==> config.mk <==
export PLATFORM = sky130hd
export DESIGN_NAME = qeciphy_top
export DESIGN_NICKNAME = d
export VERILOG_FILES = /design/src/logic/qeciphy_pkg.sv /design/src/logic/qeciphy_top.sv /design/src/logic/qeciphy_rx.sv /design/src/logic/qeciphy_tx.sv /design/src/logic/qeciphy_controller.sv /design/src/logic/qeciphy_reset_seq.sv
export SDC_FILE = /design/constraint.sdc
export NUM_CORES = 1
export LEC_CHECK = 0
export BUFFER_PORTS_ARGS = -buffer_cell sky130_fd_sc_hd__buf_2
export CAP_MARGIN = 5
export CORE_AREA = 2 2 80 82
export CTS_CLUSTER_SIZE = 10
export DETAILED_ROUTE_END_ITERATION = 6
export DIE_AREA = 0 0 82 84
export GPL_ROUTABILITY_DRIVEN = 0
export HOLD_SLACK_MARGIN = 0.02
export PLACE_DENSITY = 0.73
export SYNTH_ARGS = -nofsm -noshare
export SYNTH_HDL_FRONTEND = slang
export SYNTH_SLANG_ARGS = --single-unit
==> constraint.sdc <==
create_clock -name clk_i -period 2.6 [get_ports clk_i]
set_clock_uncertainty 0.15 [all_clocks]
set_input_delay 0.52 -clock clk_i [delete_from_list [all_inputs] [get_ports clk_i]]
set_output_delay 0.52 -clock clk_i [all_outputs]
set_load 0.05 [all_outputs]
==> src/logic/qeciphy_pkg.sv <==
// Frame, frame kind and status types for the link PHY
// Training pattern constant and frame check helpers
`default_nettype none

package qeciphy_pkg;

   // ========================================================================
   // Frame format
   // ========================================================================

   // Kind of frame on the parallel link
   typedef enum logic [1:0] {
      KIND_NONE  = 2'd0,  // No frame, transmit off
      KIND_TRAIN = 2'd1,  // Training pattern
      KIND_IDLE  = 2'd2,  // Link up, no user data
      KIND_DATA  = 2'd3   // One user byte
   } qeciphy_kind_e;

   // 15-bit parallel frame, kind in the top bits
   typedef struct packed {
      qeciphy_kind_e kind;     // Frame kind
      logic          rdy;      // Sender's receive lock
      logic [7:0]    payload;  // User byte or pattern
      logic [3:0]    check;    // Nibble checksum
   } qeciphy_frame_t;

   localparam logic [7:0] TRAIN_PATTERN = 8'hA5;  // Training payload

   // ========================================================================
   // Link status
   // ========================================================================

   typedef enum logic [3:0] {
      ST_RESET          = 4'd0,
      ST_WAIT_FOR_RESET = 4'd1,
      ST_LINK_TRAINING  = 4'd2,
      ST_RX_LOCKED      = 4'd3,
      ST_LINK_READY     = 4'd4,
      ST_FAULT_FATAL    = 4'd5
   } qeciphy_status_e;

   // Upper nibble XOR lower nibble
   function automatic logic [3:0] frame_check(input logic [7:0] payload);
      return payload[7:4] ^ payload[3:0];
   endfunction

   // Valid = a real kind and a matching checksum
   function automatic logic frame_valid(input qeciphy_frame_t frame);
      return (frame.kind != KIND_NONE) && (frame.check == frame_check(frame.payload));
   endfunction

endpackage

`default_nettype wire
==> src/logic/qeciphy_top.sv <==
// PHY top level
// Reset sequencer, controller, framer and deframer wired together
`default_nettype none

module qeciphy_top #(
   parameter int RESET_CYCLES = 8,
   parameter int ALIGN_COUNT  = 4,
   parameter int LOCK_COUNT   = 4,
   parameter int FAULT_LIMIT  = 3
) (
   input  wire                          clk_i,
   input  wire                          rst_n_i,
   // Link side
   output qeciphy_pkg::qeciphy_frame_t  tx_frame_o,
   input  qeciphy_pkg::qeciphy_frame_t  rx_frame_i,
   // User transmit, four-phase
   input  wire                          tx_req_i,
   input  wire  [7:0]                   tx_data_i,
   output logic                         tx_ack_o,
   // User receive
   output logic                         rx_valid_o,
   output logic [7:0]                   rx_data_o,
   // Status
   output logic                         link_ready_o,
   output logic                         fault_fatal_o,
   output qeciphy_pkg::qeciphy_status_e status_o
);

   logic reset_done;
   logic rx_aligned;
   logic rx_locked;      // Also sent out in the rdy field
   logic remote_ready;
   logic fault;
   logic tx_link_enable;
   logic tx_data_enable;
   logic rx_enable;

   qeciphy_reset_seq #(
      .RESET_CYCLES (RESET_CYCLES)
   ) i_reset_seq (
      .clk_i        (clk_i),
      .rst_n_i      (rst_n_i),
      .reset_done_o (reset_done)
   );

   qeciphy_controller i_controller (
      .clk_i                 (clk_i),
      .rst_n_i               (rst_n_i),
      .reset_done_i          (reset_done),
      .rx_datapath_aligned_i (rx_aligned),
      .rx_ready_i            (rx_locked),
      .remote_rx_ready_i     (remote_ready),
      .fault_fatal_i         (fault),
      .link_ready_o          (link_ready_o),
      .fault_fatal_o         (fault_fatal_o),
      .tx_link_enable_o      (tx_link_enable),
      .tx_data_enable_o      (tx_data_enable),
      .rx_enable_o           (rx_enable),
      .status_o              (status_o)
   );

   qeciphy_tx i_tx (
      .clk_i            (clk_i),
      .rst_n_i          (rst_n_i),
      .tx_link_enable_i (tx_link_enable),
      .tx_data_enable_i (tx_data_enable),
      .local_rx_ready_i (rx_locked),
      .tx_req_i         (tx_req_i),
      .tx_data_i        (tx_data_i),
      .tx_ack_o         (tx_ack_o),
      .tx_frame_o       (tx_frame_o)
   );

   qeciphy_rx #(
      .ALIGN_COUNT (ALIGN_COUNT),
      .LOCK_COUNT  (LOCK_COUNT),
      .FAULT_LIMIT (FAULT_LIMIT)
   ) i_rx (
      .clk_i          (clk_i),
      .rst_n_i        (rst_n_i),
      .rx_enable_i    (rx_enable),
      .rx_frame_i     (rx_frame_i),
      .aligned_o      (rx_aligned),
      .locked_o       (rx_locked),
      .remote_ready_o (remote_ready),
      .fault_o        (fault),
      .rx_valid_o     (rx_valid_o),
      .rx_data_o      (rx_data_o)
   );

endmodule

`default_nettype wire

==> src/logic/qeciphy_rx.sv <==
// Receive deframer
// Alignment, frame lock, remote ready, loss-of-lock fault, data delivery
`default_nettype none

module qeciphy_rx #(
   parameter int ALIGN_COUNT = 4,  // Training frames to align
   parameter int LOCK_COUNT  = 4,  // Valid frames to lock
   parameter int FAULT_LIMIT = 3   // Bad frames to fault
) (
   input  wire                         clk_i,
   input  wire                         rst_n_i,
   input  wire                         rx_enable_i,
   input  qeciphy_pkg::qeciphy_frame_t rx_frame_i,
   output logic                        aligned_o,
   output logic                        locked_o,
   output logic                        remote_ready_o,
   output logic                        fault_o,
   output logic                        rx_valid_o,
   output logic [7:0]                  rx_data_o
);

   import qeciphy_pkg::*;

   // Counter sized for the largest threshold
   localparam int MAX_AL  = (ALIGN_COUNT > LOCK_COUNT) ? ALIGN_COUNT : LOCK_COUNT;
   localparam int MAX_CNT = (MAX_AL > FAULT_LIMIT) ? MAX_AL : FAULT_LIMIT;
   localparam int CNT_W   = $clog2(MAX_CNT + 1);

   typedef enum logic [1:0] {
      HUNT,     // Looking for training
      ALIGNED,  // Training seen, waiting to lock
      LOCKED,   // Frames accepted
      FAULT     // Lock lost, sticky
   } rx_state_e;

   rx_state_e        state;
   logic [CNT_W-1:0] cnt;      // Run length, meaning depends on state
   qeciphy_frame_t   frame_q;  // Input register
   logic             valid;
   logic             is_train;

   // ========================================================================
   // Frame qualification
   // ========================================================================

   assign valid    = frame_valid(frame_q);
   assign is_train = valid && frame_q.kind == KIND_TRAIN && frame_q.payload == TRAIN_PATTERN;

   always_ff @(posedge clk_i) begin
      frame_q <= rx_frame_i;  // Payload register
   end

   always_ff @(posedge clk_i) begin
      rx_data_o <= frame_q.payload;  // Qualified by rx_valid_o
   end

   // ========================================================================
   // Alignment, lock and fault tracking
   // ========================================================================

   always_ff @(posedge clk_i) begin
      if (!rst_n_i) begin
         state          <= HUNT;
         cnt            <= '0;
         aligned_o      <= 1'b0;
         locked_o       <= 1'b0;
         remote_ready_o <= 1'b0;
         fault_o        <= 1'b0;
         rx_valid_o     <= 1'b0;
      end else begin
         rx_valid_o <= 1'b0;  // Single-cycle pulse
         case (state)
            HUNT: begin
               if (!is_train) begin
                  cnt <= '0;  // Run broken
               end else if (cnt == CNT_W'(ALIGN_COUNT - 1)) begin
                  cnt       <= '0;
                  aligned_o <= 1'b1;
                  state     <= ALIGNED;
               end else begin
                  cnt <= cnt + 1'b1;
               end
            end
            ALIGNED: begin
               // Lock count only runs once the controller allows it
               if (!rx_enable_i || !valid) begin
                  cnt <= '0;
               end else if (cnt == CNT_W'(LOCK_COUNT - 1)) begin
                  cnt      <= '0;
                  locked_o <= 1'b1;
                  state    <= LOCKED;
               end else begin
                  cnt <= cnt + 1'b1;
               end
            end
            LOCKED: begin
               if (valid) begin
                  cnt            <= '0;
                  remote_ready_o <= frame_q.rdy;  // Last good frame wins
                  if (frame_q.kind == KIND_DATA) begin
                     rx_valid_o <= 1'b1;
                  end
               end else if (cnt == CNT_W'(FAULT_LIMIT - 1)) begin
                  fault_o <= 1'b1;  // Too many bad frames in a row
                  state   <= FAULT;
               end else begin
                  cnt <= cnt + 1'b1;  // Bad frame dropped
               end
            end
            default: ;  // FAULT holds until reset
         endcase
      end
   end

endmodule

`default_nettype wire

==> src/logic/qeciphy_tx.sv <==
// Transmit framer
// Training, idle and data frames plus the user req/ack handshake
`default_nettype none

module qeciphy_tx (
   input  wire                         clk_i,
   input  wire                         rst_n_i,
   input  wire                         tx_link_enable_i,  // Training on
   input  wire                         tx_data_enable_i,  // Data frames on
   input  wire                         local_rx_ready_i,  // Into rdy field
   input  wire                         tx_req_i,
   input  wire  [7:0]                  tx_data_i,
   output logic                        tx_ack_o,
   output qeciphy_pkg::qeciphy_frame_t tx_frame_o
);

   import qeciphy_pkg::*;

   typedef enum logic [1:0] {
      IDLE_WAIT,  // Ready for a request
      SEND,       // Data frame on the link now
      HOLD_ACK    // Ack high until req drops
   } tx_state_e;

   tx_state_e      state;
   tx_state_e      state_d;
   qeciphy_frame_t frame_d;
   logic           ack_d;

   always_comb begin
      state_d = state;
      ack_d   = tx_ack_o;
      frame_d = '0;  // KIND_NONE while link disabled

      // Handshake side
      case (state)
         SEND: begin
            ack_d   = 1'b1;  // One cycle after the frame
            state_d = HOLD_ACK;
         end
         HOLD_ACK: begin
            if (!tx_req_i) begin
               ack_d   = 1'b0;
               state_d = IDLE_WAIT;
            end
         end
         default: ;
      endcase

      // Frame selection
      if (tx_link_enable_i) begin
         frame_d.rdy = local_rx_ready_i;
         if (!tx_data_enable_i) begin
            frame_d.kind    = KIND_TRAIN;
            frame_d.payload = TRAIN_PATTERN;
         end else if (state == IDLE_WAIT && tx_req_i) begin
            frame_d.kind    = KIND_DATA;  // Exactly one per request
            frame_d.payload = tx_data_i;
            state_d         = SEND;
         end else begin
            frame_d.kind    = KIND_IDLE;
            frame_d.payload = 8'h00;
         end
         frame_d.check = frame_check(frame_d.payload);
      end
   end

   // Frame register refreshed every cycle
   always_ff @(posedge clk_i) begin
      if (!rst_n_i) begin
         state      <= IDLE_WAIT;
         tx_ack_o   <= 1'b0;
         tx_frame_o <= '0;
      end else begin
         state      <= state_d;
         tx_ack_o   <= ack_d;
         tx_frame_o <= frame_d;
      end
   end

endmodule

`default_nettype wire

==> src/logic/qeciphy_controller.sv <==
// Link controller
// One-hot bring-up and fault FSM, enable decode and status mapping
`default_nettype none

module qeciphy_controller (
   input  wire                          clk_i,
   input  wire                          rst_n_i,
   // Status from the other blocks
   input  wire                          reset_done_i,           // Reset hold done
   input  wire                          rx_datapath_aligned_i,  // Training seen
   input  wire                          rx_ready_i,             // Local frame lock
   input  wire                          remote_rx_ready_i,      // Far side locked
   input  wire                          fault_fatal_i,          // Lock lost
   // Control and status out
   output logic                         link_ready_o,
   output logic                         fault_fatal_o,
   output logic                         tx_link_enable_o,
   output logic                         tx_data_enable_o,
   output logic                         rx_enable_o,
   output qeciphy_pkg::qeciphy_status_e status_o
);

   import qeciphy_pkg::*;

   // ========================================================================
   // State encoding
   // ========================================================================
   // Bits 10:0 one-hot per state, bits 13:11 carry the enables
   // so each enable is a single state bit

   localparam int TX_DATA_BIT = 13;
   localparam int RX_EN_BIT   = 12;
   localparam int TX_LINK_BIT = 11;
   localparam int FAULT_BIT   = 10;
   localparam int READY_BIT   = 9;

   typedef enum logic [13:0] {
      RESET                  = 14'b000_00000000001,
      WAIT_RESET_DONE        = 14'b000_00000000010,
      TX_LINK_ENABLE         = 14'b001_00000000100,  // Training starts
      WAIT_RX_DATAPATH_ALIGN = 14'b001_00000001000,
      RX_ENABLE              = 14'b011_00000010000,  // Receive lock allowed
      WAIT_RX_LOCKED         = 14'b011_00000100000,
      LOCAL_RX_LOCKED        = 14'b011_00001000000,
      BOTH_RX_LOCKED         = 14'b011_00010000000,
      TX_DATA_ENABLE         = 14'b111_00100000000,  // Data frames allowed
      READY                  = 14'b111_01000000000,
      FAULT_FATAL            = 14'b000_10000000000   // All enables off
   } ctrl_state_e;

   ctrl_state_e state;
   ctrl_state_e state_d;

   // Enables straight off the state bits
   assign tx_data_enable_o = state[TX_DATA_BIT];
   assign rx_enable_o      = state[RX_EN_BIT];
   assign tx_link_enable_o = state[TX_LINK_BIT];
   assign fault_fatal_o    = state[FAULT_BIT];
   assign link_ready_o     = state[READY_BIT];

   // ========================================================================
   // Status mapping
   // ========================================================================

   always_comb begin
      case (state)
         RESET:                  status_o = ST_RESET;
         WAIT_RESET_DONE:        status_o = ST_WAIT_FOR_RESET;
         TX_LINK_ENABLE,
         WAIT_RX_DATAPATH_ALIGN,
         RX_ENABLE,
         WAIT_RX_LOCKED:         status_o = ST_LINK_TRAINING;
         LOCAL_RX_LOCKED,
         BOTH_RX_LOCKED,
         TX_DATA_ENABLE:         status_o = ST_RX_LOCKED;
         READY:                  status_o = ST_LINK_READY;
         FAULT_FATAL:            status_o = ST_FAULT_FATAL;
         default:                status_o = ST_RESET;
      endcase
   end

   // ========================================================================
   // Bring-up sequence
   // ========================================================================

   always_comb begin
      case (state)
         RESET:                  state_d = WAIT_RESET_DONE;
         WAIT_RESET_DONE:        state_d = reset_done_i ? TX_LINK_ENABLE : WAIT_RESET_DONE;
         TX_LINK_ENABLE:         state_d = WAIT_RX_DATAPATH_ALIGN;
         WAIT_RX_DATAPATH_ALIGN: state_d = rx_datapath_aligned_i ? RX_ENABLE
                                                                 : WAIT_RX_DATAPATH_ALIGN;
         RX_ENABLE:              state_d = WAIT_RX_LOCKED;
         WAIT_RX_LOCKED:         state_d = rx_ready_i ? LOCAL_RX_LOCKED : WAIT_RX_LOCKED;
         // Hold here until the far end reports lock
         LOCAL_RX_LOCKED:        state_d = remote_rx_ready_i ? BOTH_RX_LOCKED
                                                             : LOCAL_RX_LOCKED;
         BOTH_RX_LOCKED:         state_d = TX_DATA_ENABLE;
         TX_DATA_ENABLE:         state_d = READY;
         READY:                  state_d = READY;
         FAULT_FATAL:            state_d = FAULT_FATAL;  // Only reset leaves
         default:                state_d = RESET;        // Illegal encoding
      endcase
   end

   always_ff @(posedge clk_i) begin
      if (!rst_n_i) begin
         state <= RESET;
      end else if (fault_fatal_i) begin
         state <= FAULT_FATAL;  // From any state
      end else begin
         state <= state_d;
      end
   end

endmodule

`default_nettype wire

==> src/logic/qeciphy_reset_seq.sv <==
// Reset sequencer
// Holds off reset-done for a fixed number of cycles after reset
`default_nettype none

module qeciphy_reset_seq #(
   parameter int RESET_CYCLES = 8  // Hold time in clock cycles
) (
   input  wire  clk_i,
   input  wire  rst_n_i,
   output logic reset_done_o       // Sticky once set
);

   localparam int CNT_W = $clog2(RESET_CYCLES + 1);

   logic [CNT_W-1:0] cnt;  // Cycles since reset release

   // Stands in for the transceiver reset completion
   always_ff @(posedge clk_i) begin
      if (!rst_n_i) begin
         cnt          <= '0;
         reset_done_o <= 1'b0;
      end else if (!reset_done_o) begin
         cnt <= cnt + 1'b1;
         if (cnt == CNT_W'(RESET_CYCLES - 1)) begin
            reset_done_o <= 1'b1;  // Last hold cycle
         end
      end
   end

endmodule

`default_nettype wire

-- Word level (Yosys, flattened, before mapping)
Index checks and enable logic that the tools add are counted.
Widths: inputs -> output; s select.
- equal/unequal tests: 30
- muxes and demuxes: 35
- bitwise operators: 5
- add/subtract/negate cells: 2
- reductions and logical operators: 26
- operators with widths (cell ; count):
    $pmux 14 s10 ; 1
    $eq 14x13->1 const B ; 4
    $mux 8 ; 4
    $eq 14x12->1 const B ; 2
    $eq 14x14->1 const B ; 2
    $mux 2 ; 10
    $mux 3 ; 5
    $pmux 3 s5 ; 1
    $reduce_and 3->1 ; 5
    $eq 14x1->1 const B ; 1
    $eq 14x11->1 const B ; 1
    $eq 14x2->1 const B ; 1
    $mux 13 ; 1
    $mux 12 ; 1
    $mux 11 ; 1
    $pmux 3 s3 ; 1
    $eq 8x8->1 const B ; 1
    $ne 2x1->1 const B ; 4
    $reduce_and 2->1 ; 4
    $xor 4x4->4 ; 2
    $mux 7 ; 1
    $reduce_and 7->1 ; 1
    $eq 2x1->1 const B ; 3
    $eq 2x2->1 const B ; 3
    21 further kinds ; 38
- input bits: 26
- word-level logic and storage cells: 121
- register bits after elaboration: 70
- output and inout bits: 31

-- Depth between registers and ports, before layout
- depth after elaboration: 7
- mapped depth: 7
- depth with buffers taken out: 7

-- Modules after synthesis
From an unflattened synthesis, not the netlist that was laid out.
- cells, all modules: 297
- area total of the unflattened synthesis: 3022.9 um^2
- modules (own cells, without submodules) (module ; seq. area each (um^2) ; instances ; area each (um^2) ; cells an instance):
    qeciphy_rx ; 660.6 ; 1 ; 1291.2 ; 112
    qeciphy_controller ; 280.3 ; 1 ; 884.6 ; 104
    qeciphy_tx ; 360.3 ; 1 ; 643.1 ; 62
    qeciphy_reset_seq ; 100.1 ; 1 ; 203.9 ; 19

-- Least setup slack after synthesis
OpenSTA, ideal clock, no wires.
- path kind: reg-to-output
- start point: register i_controller.state[9]
- end point: output port status_o[0]
- stages on the path, launching flop included: 4
- arrival time: 2.673 ns
- slack: -0.743 ns
- path through: dfxtp_1 > or3_1 > or4b_4 > o31ai_1
- longest elaborated chain between the ends: 3
- elaborated cells between the ends (all ways): 13
- those cells by class: eq/ne (10); mux (1); reduce/logical (2)
- RTL lines (element ; RTL line ; RTL):
    from (decl) ; qeciphy_controller.sv:51 ; ctrl_state_e state;
    from (signal assigned) ; qeciphy_controller.sv:112 ; state <= state_d;
    $eq 14x12->1, or another cell as far along ; qeciphy_controller.sv:66 ; case (state)
    $reduce_or 4->1 or $reduce_or 3->1 (tied branches) ; qeciphy_controller.sv:66 ;
    $pmux 3 s5 * ; qeciphy_controller.sv:66 ;
    to (decl) ; qeciphy_top.sv:26 ; output qeciphy_pkg::qeciphy_status_e status_o
Mark *: on every way between the ends. The rest lies on a longest branch, timed or not.

-- Worst setup path after layout
- start point: register i_controller.state[4]
- end point: output port status_o[0]
Same word-level chain as after synthesis.

==> impl_metrics.ini <==
[final_layout]
drive_above_1_share = 0.262
regArea_um2 = 1400
final_cells = 439
n_fill_cell = 538
syn2layout_area_growth_pct = 23.5
nets = 397
fin_util = 0.583
diodes = 0
multi_input_area_um2 = 1390

[setup_path]
critPathLaunchType = flip-flop
crit_arrival_ns = 2.10
ff2ff_path_depth = 6
r2r_setup_slack_ns = 0
r2r_end = i_controller.state[5]$_SDFF_PP0_
cp.required_ns = 1.93
path_class = flip-flop to output pin
path_buf_inv = 1
max_stage_delay_ns = 0.54
crit_slowest_cell = or4_4
endpoint_kind = output pin
cp_cell_sequence = or4_4, or4b_4, o31ai_4, buf_6
cpLargestDelayFamily = simple AND/OR/NAND/NOR gates
cp_max_fo = 2
timing.rr.start = i_controller.state[4]$_SDFF_PP0_

[clock_network]
ctsRootBufferMaster = clkbuf_8
clock_latency_ns = 0.34
cts.clk_slew.worst_paths_ns = 0.07
cts.path.max_buffers = 2
tritoncts = yes
cts.sinks = 70
cts_buffers = 9
htree_levels = 3

[yosys]
synthAdderAreaFrac = 0.0608
yosys.area.top_type_share = 0.487
syn_inst = 291
synth_nets = 331
syn_area_um2 = 2880
synth_simple_gate_area_frac = 0.206
synthFlopType = dfxtp_1
yosysTopAreaCell = dfxtp_1
synth_compound_area_frac = 0.119
synth_seq_cells = 70
synthMuxAreaShare = 0.0104
ys_seq_area_frac = 0.487
synth-edff-count = 0
avgSynthCellArea_um2 = 9.90
synthArstFlopShare = 0
synth_top_family_by_area = simple AND/OR/NAND/NOR gates
synth_commonest_cells = 70 x dfxtp_1, 22 x inv_1, 20 x nand2_1
ys_types = 51
synth_xor_area_frac = 0.0678
yosysMostFrequentCell = dfxtp_1
synth.top_cells.by_area = dfxtp_1 49%, ha_1 6.1%, xnor3_1 3.1%, inv_1 2.9%, a21oi_1 2.6%
synth_warnings = 0

[sta]
rsz0062_at_grt = true
final-hold-violation-count = 0
max_slew_margin = 0.621
hold_ws_ns = 0.124
worstMarginPinSlew_ns = 0.566
finalSetupTns_ns = -0.235
setup_violations = 2
slew_viol_final = 0
fmax_mhz = 361
period_share = 1.06
layout_setup_ws_ns = -0.169
layout_min_cycle_time_ns = 2.77

[pwr]
internal_power_uw = 1770
swShare = 0.249
p_leak_uw = 0.00159
seqPwrFrac = 0.486
p_sw_uw = 590
power_frac_comb = 0.120
ir_drop_mv = 0.340
power.clock.fraction = 0.393
p_total_uw = 2360
power_density_nw_per_um2 = 665

[global_routing]
grt_pass1_wl_um = 9400
overflow = 0
first_global_vias = 2140
grt_use_total = 0.177
grt_max_degree = 23
antenna_found_initial = 0

[routing]
first_iter_violations = 85
drc_errors = 0
viasPerCell = 5.21
wl_per_cell_um = 13.1
wirelength_um = 5770
drtAntennaViolNets = 0
drt_first_pass_iters = 4
num_vias = 2288

[min_path]
hold_depth = 1
hold_class = input pin to flip-flop
holdPathEnd = i_rx.frame_q[12]$_DFF_P_
holdCritStartpoint = rx_frame_i[12]

[placed_design]
io_buffers = 55
dpl.hpwl_um = 4160
dp_cells = 422

[floorplanning]
row_count = 29
die-area_um2 = 6890
io_pins = 57
initial_utilization = 0.472
core-area_um2 = 6100
dieWidth_um = 82
dieHeight_um = 84

[status]
outcome = finished with violations
violations = setup timing

[flow_run]
maxCapViolCount = 0
logic make-up after synthesis:
family,after synthesis
AO/OA/AOI/OAI,51
XOR/XNOR,16
adder cells (fa/ha/maj),14
buffers and inverters,34
flip-flops,70
multiplexers,3
other,1
AND/OR/NAND/NOR,102
layout make-up:
| class | instances | share of cell area |
|---|---|---|
| multi-input cells | 187 | 0.390 |
| repair buffers | 67 | 0.105 |
| clock inverters | 6 | 0.0243 |
| inverters | 22 | 0.0232 |
| well taps | 77 | 0.0271 |
| clock buffers | 10 | 0.0359 |
| flip-flops and latches | 70 | 0.394 |
power by group through the flow:
stage          logic [uW]  clock network (uW)  registers, uW
2_1_floorplan         193                   0           1170
3_3_place_gp          256                   0           1170
3_5_place_dp          260                   0           1170
4_1_cts               275                 950           1150
5_1_grt               311                 998           1160
6_report              285                 930           1150
flip-flops by register name, summed over array words and instances, names as in the netlist:
signal,flops
i_rx.frame_q,15
i_tx.tx_frame_o,15
i_controller.state,14
i_rx.rx_data_o,8
i_reset_seq.cnt,4
i_rx.cnt,3
i_rx.state,2
i_tx.state,2
i_reset_seq.reset_done_o,1
i_rx.aligned_o,1
i_rx.fault_o,1
i_rx.locked_o,1
i_rx.remote_ready_o,1
i_rx.rx_valid_o,1
i_tx.tx_ack_o,1
cells in the final DEF, fill, tap and decap left out, drive strengths merged, types with 8 or more instances in the layout:
cell type	netlist	layout
nor2	12	12
buf	3	67
inv	22	22
clkbuf	9	10
nor3	8	8
dfxtp	70	70
and3	8	8
nand2	20	20
ha	14	14
xnor2	8	8
a21oi	15	15
worst reg2reg max path: stages, from the launching register on:
cell and delay [ns]:
dfxtp_2 0.32, or4_4 0.54, or4b_4 0.53, buf_4 0.16
or3_4 0.37, a41o_4 0.26, a211oi_2 0.20
metal layers:
layer  GRT usage  up-vias  part of all wire
met5           0        -                 0
li1            -     1151                 -
met4      0.0985        0             0.026
met1       0.211     1071              0.44
met3      0.0390       13             0.038
met2       0.290       53              0.50
through the flow:
stage / setup slack (ns) / area [um2]
3_5_place_dp: 0.00643 / 3290
3_3_place_gp: 0.0232 / 3290
6_report: -0.169 / 3560
5_1_grt: -0.232 / 3560
4_1_cts: -0.174 / 3540
2_1_floorplan: -0.0749 / 2900
worst max-delay path by stage:
stage | startpoint | to | slack, ns | cells past startpoint
after floorplan | i_controller.state[9]$_SDFF_PP0_ | status_o[0] | -0.07 | 3
after global placement | i_controller.state[2]$_SDFF_PP0_ | i_controller.state[5]$_SDFF_PP0_ | 0.02 | 5
after detailed placement | i_controller.state[2]$_SDFF_PP0_ | i_controller.state[5]$_SDFF_PP0_ | 0.006 | 5
after CTS | i_controller.state[3]$_SDFF_PP0_ | status_o[0] | -0.17 | 4
after global routing | i_controller.state[4]$_SDFF_PP0_ | status_o[0] | -0.23 | 4
final | i_controller.state[4]$_SDFF_PP0_ | status_o[0] | -0.17 | 4
repair_timing:
action	CTS	global route
resized for setup	8	3
hold buffers	0	0
setup endpoints to repair	4	6
pin swaps	4	0
buffers inserted	1	0
Power figures use the tool's default switching activity.
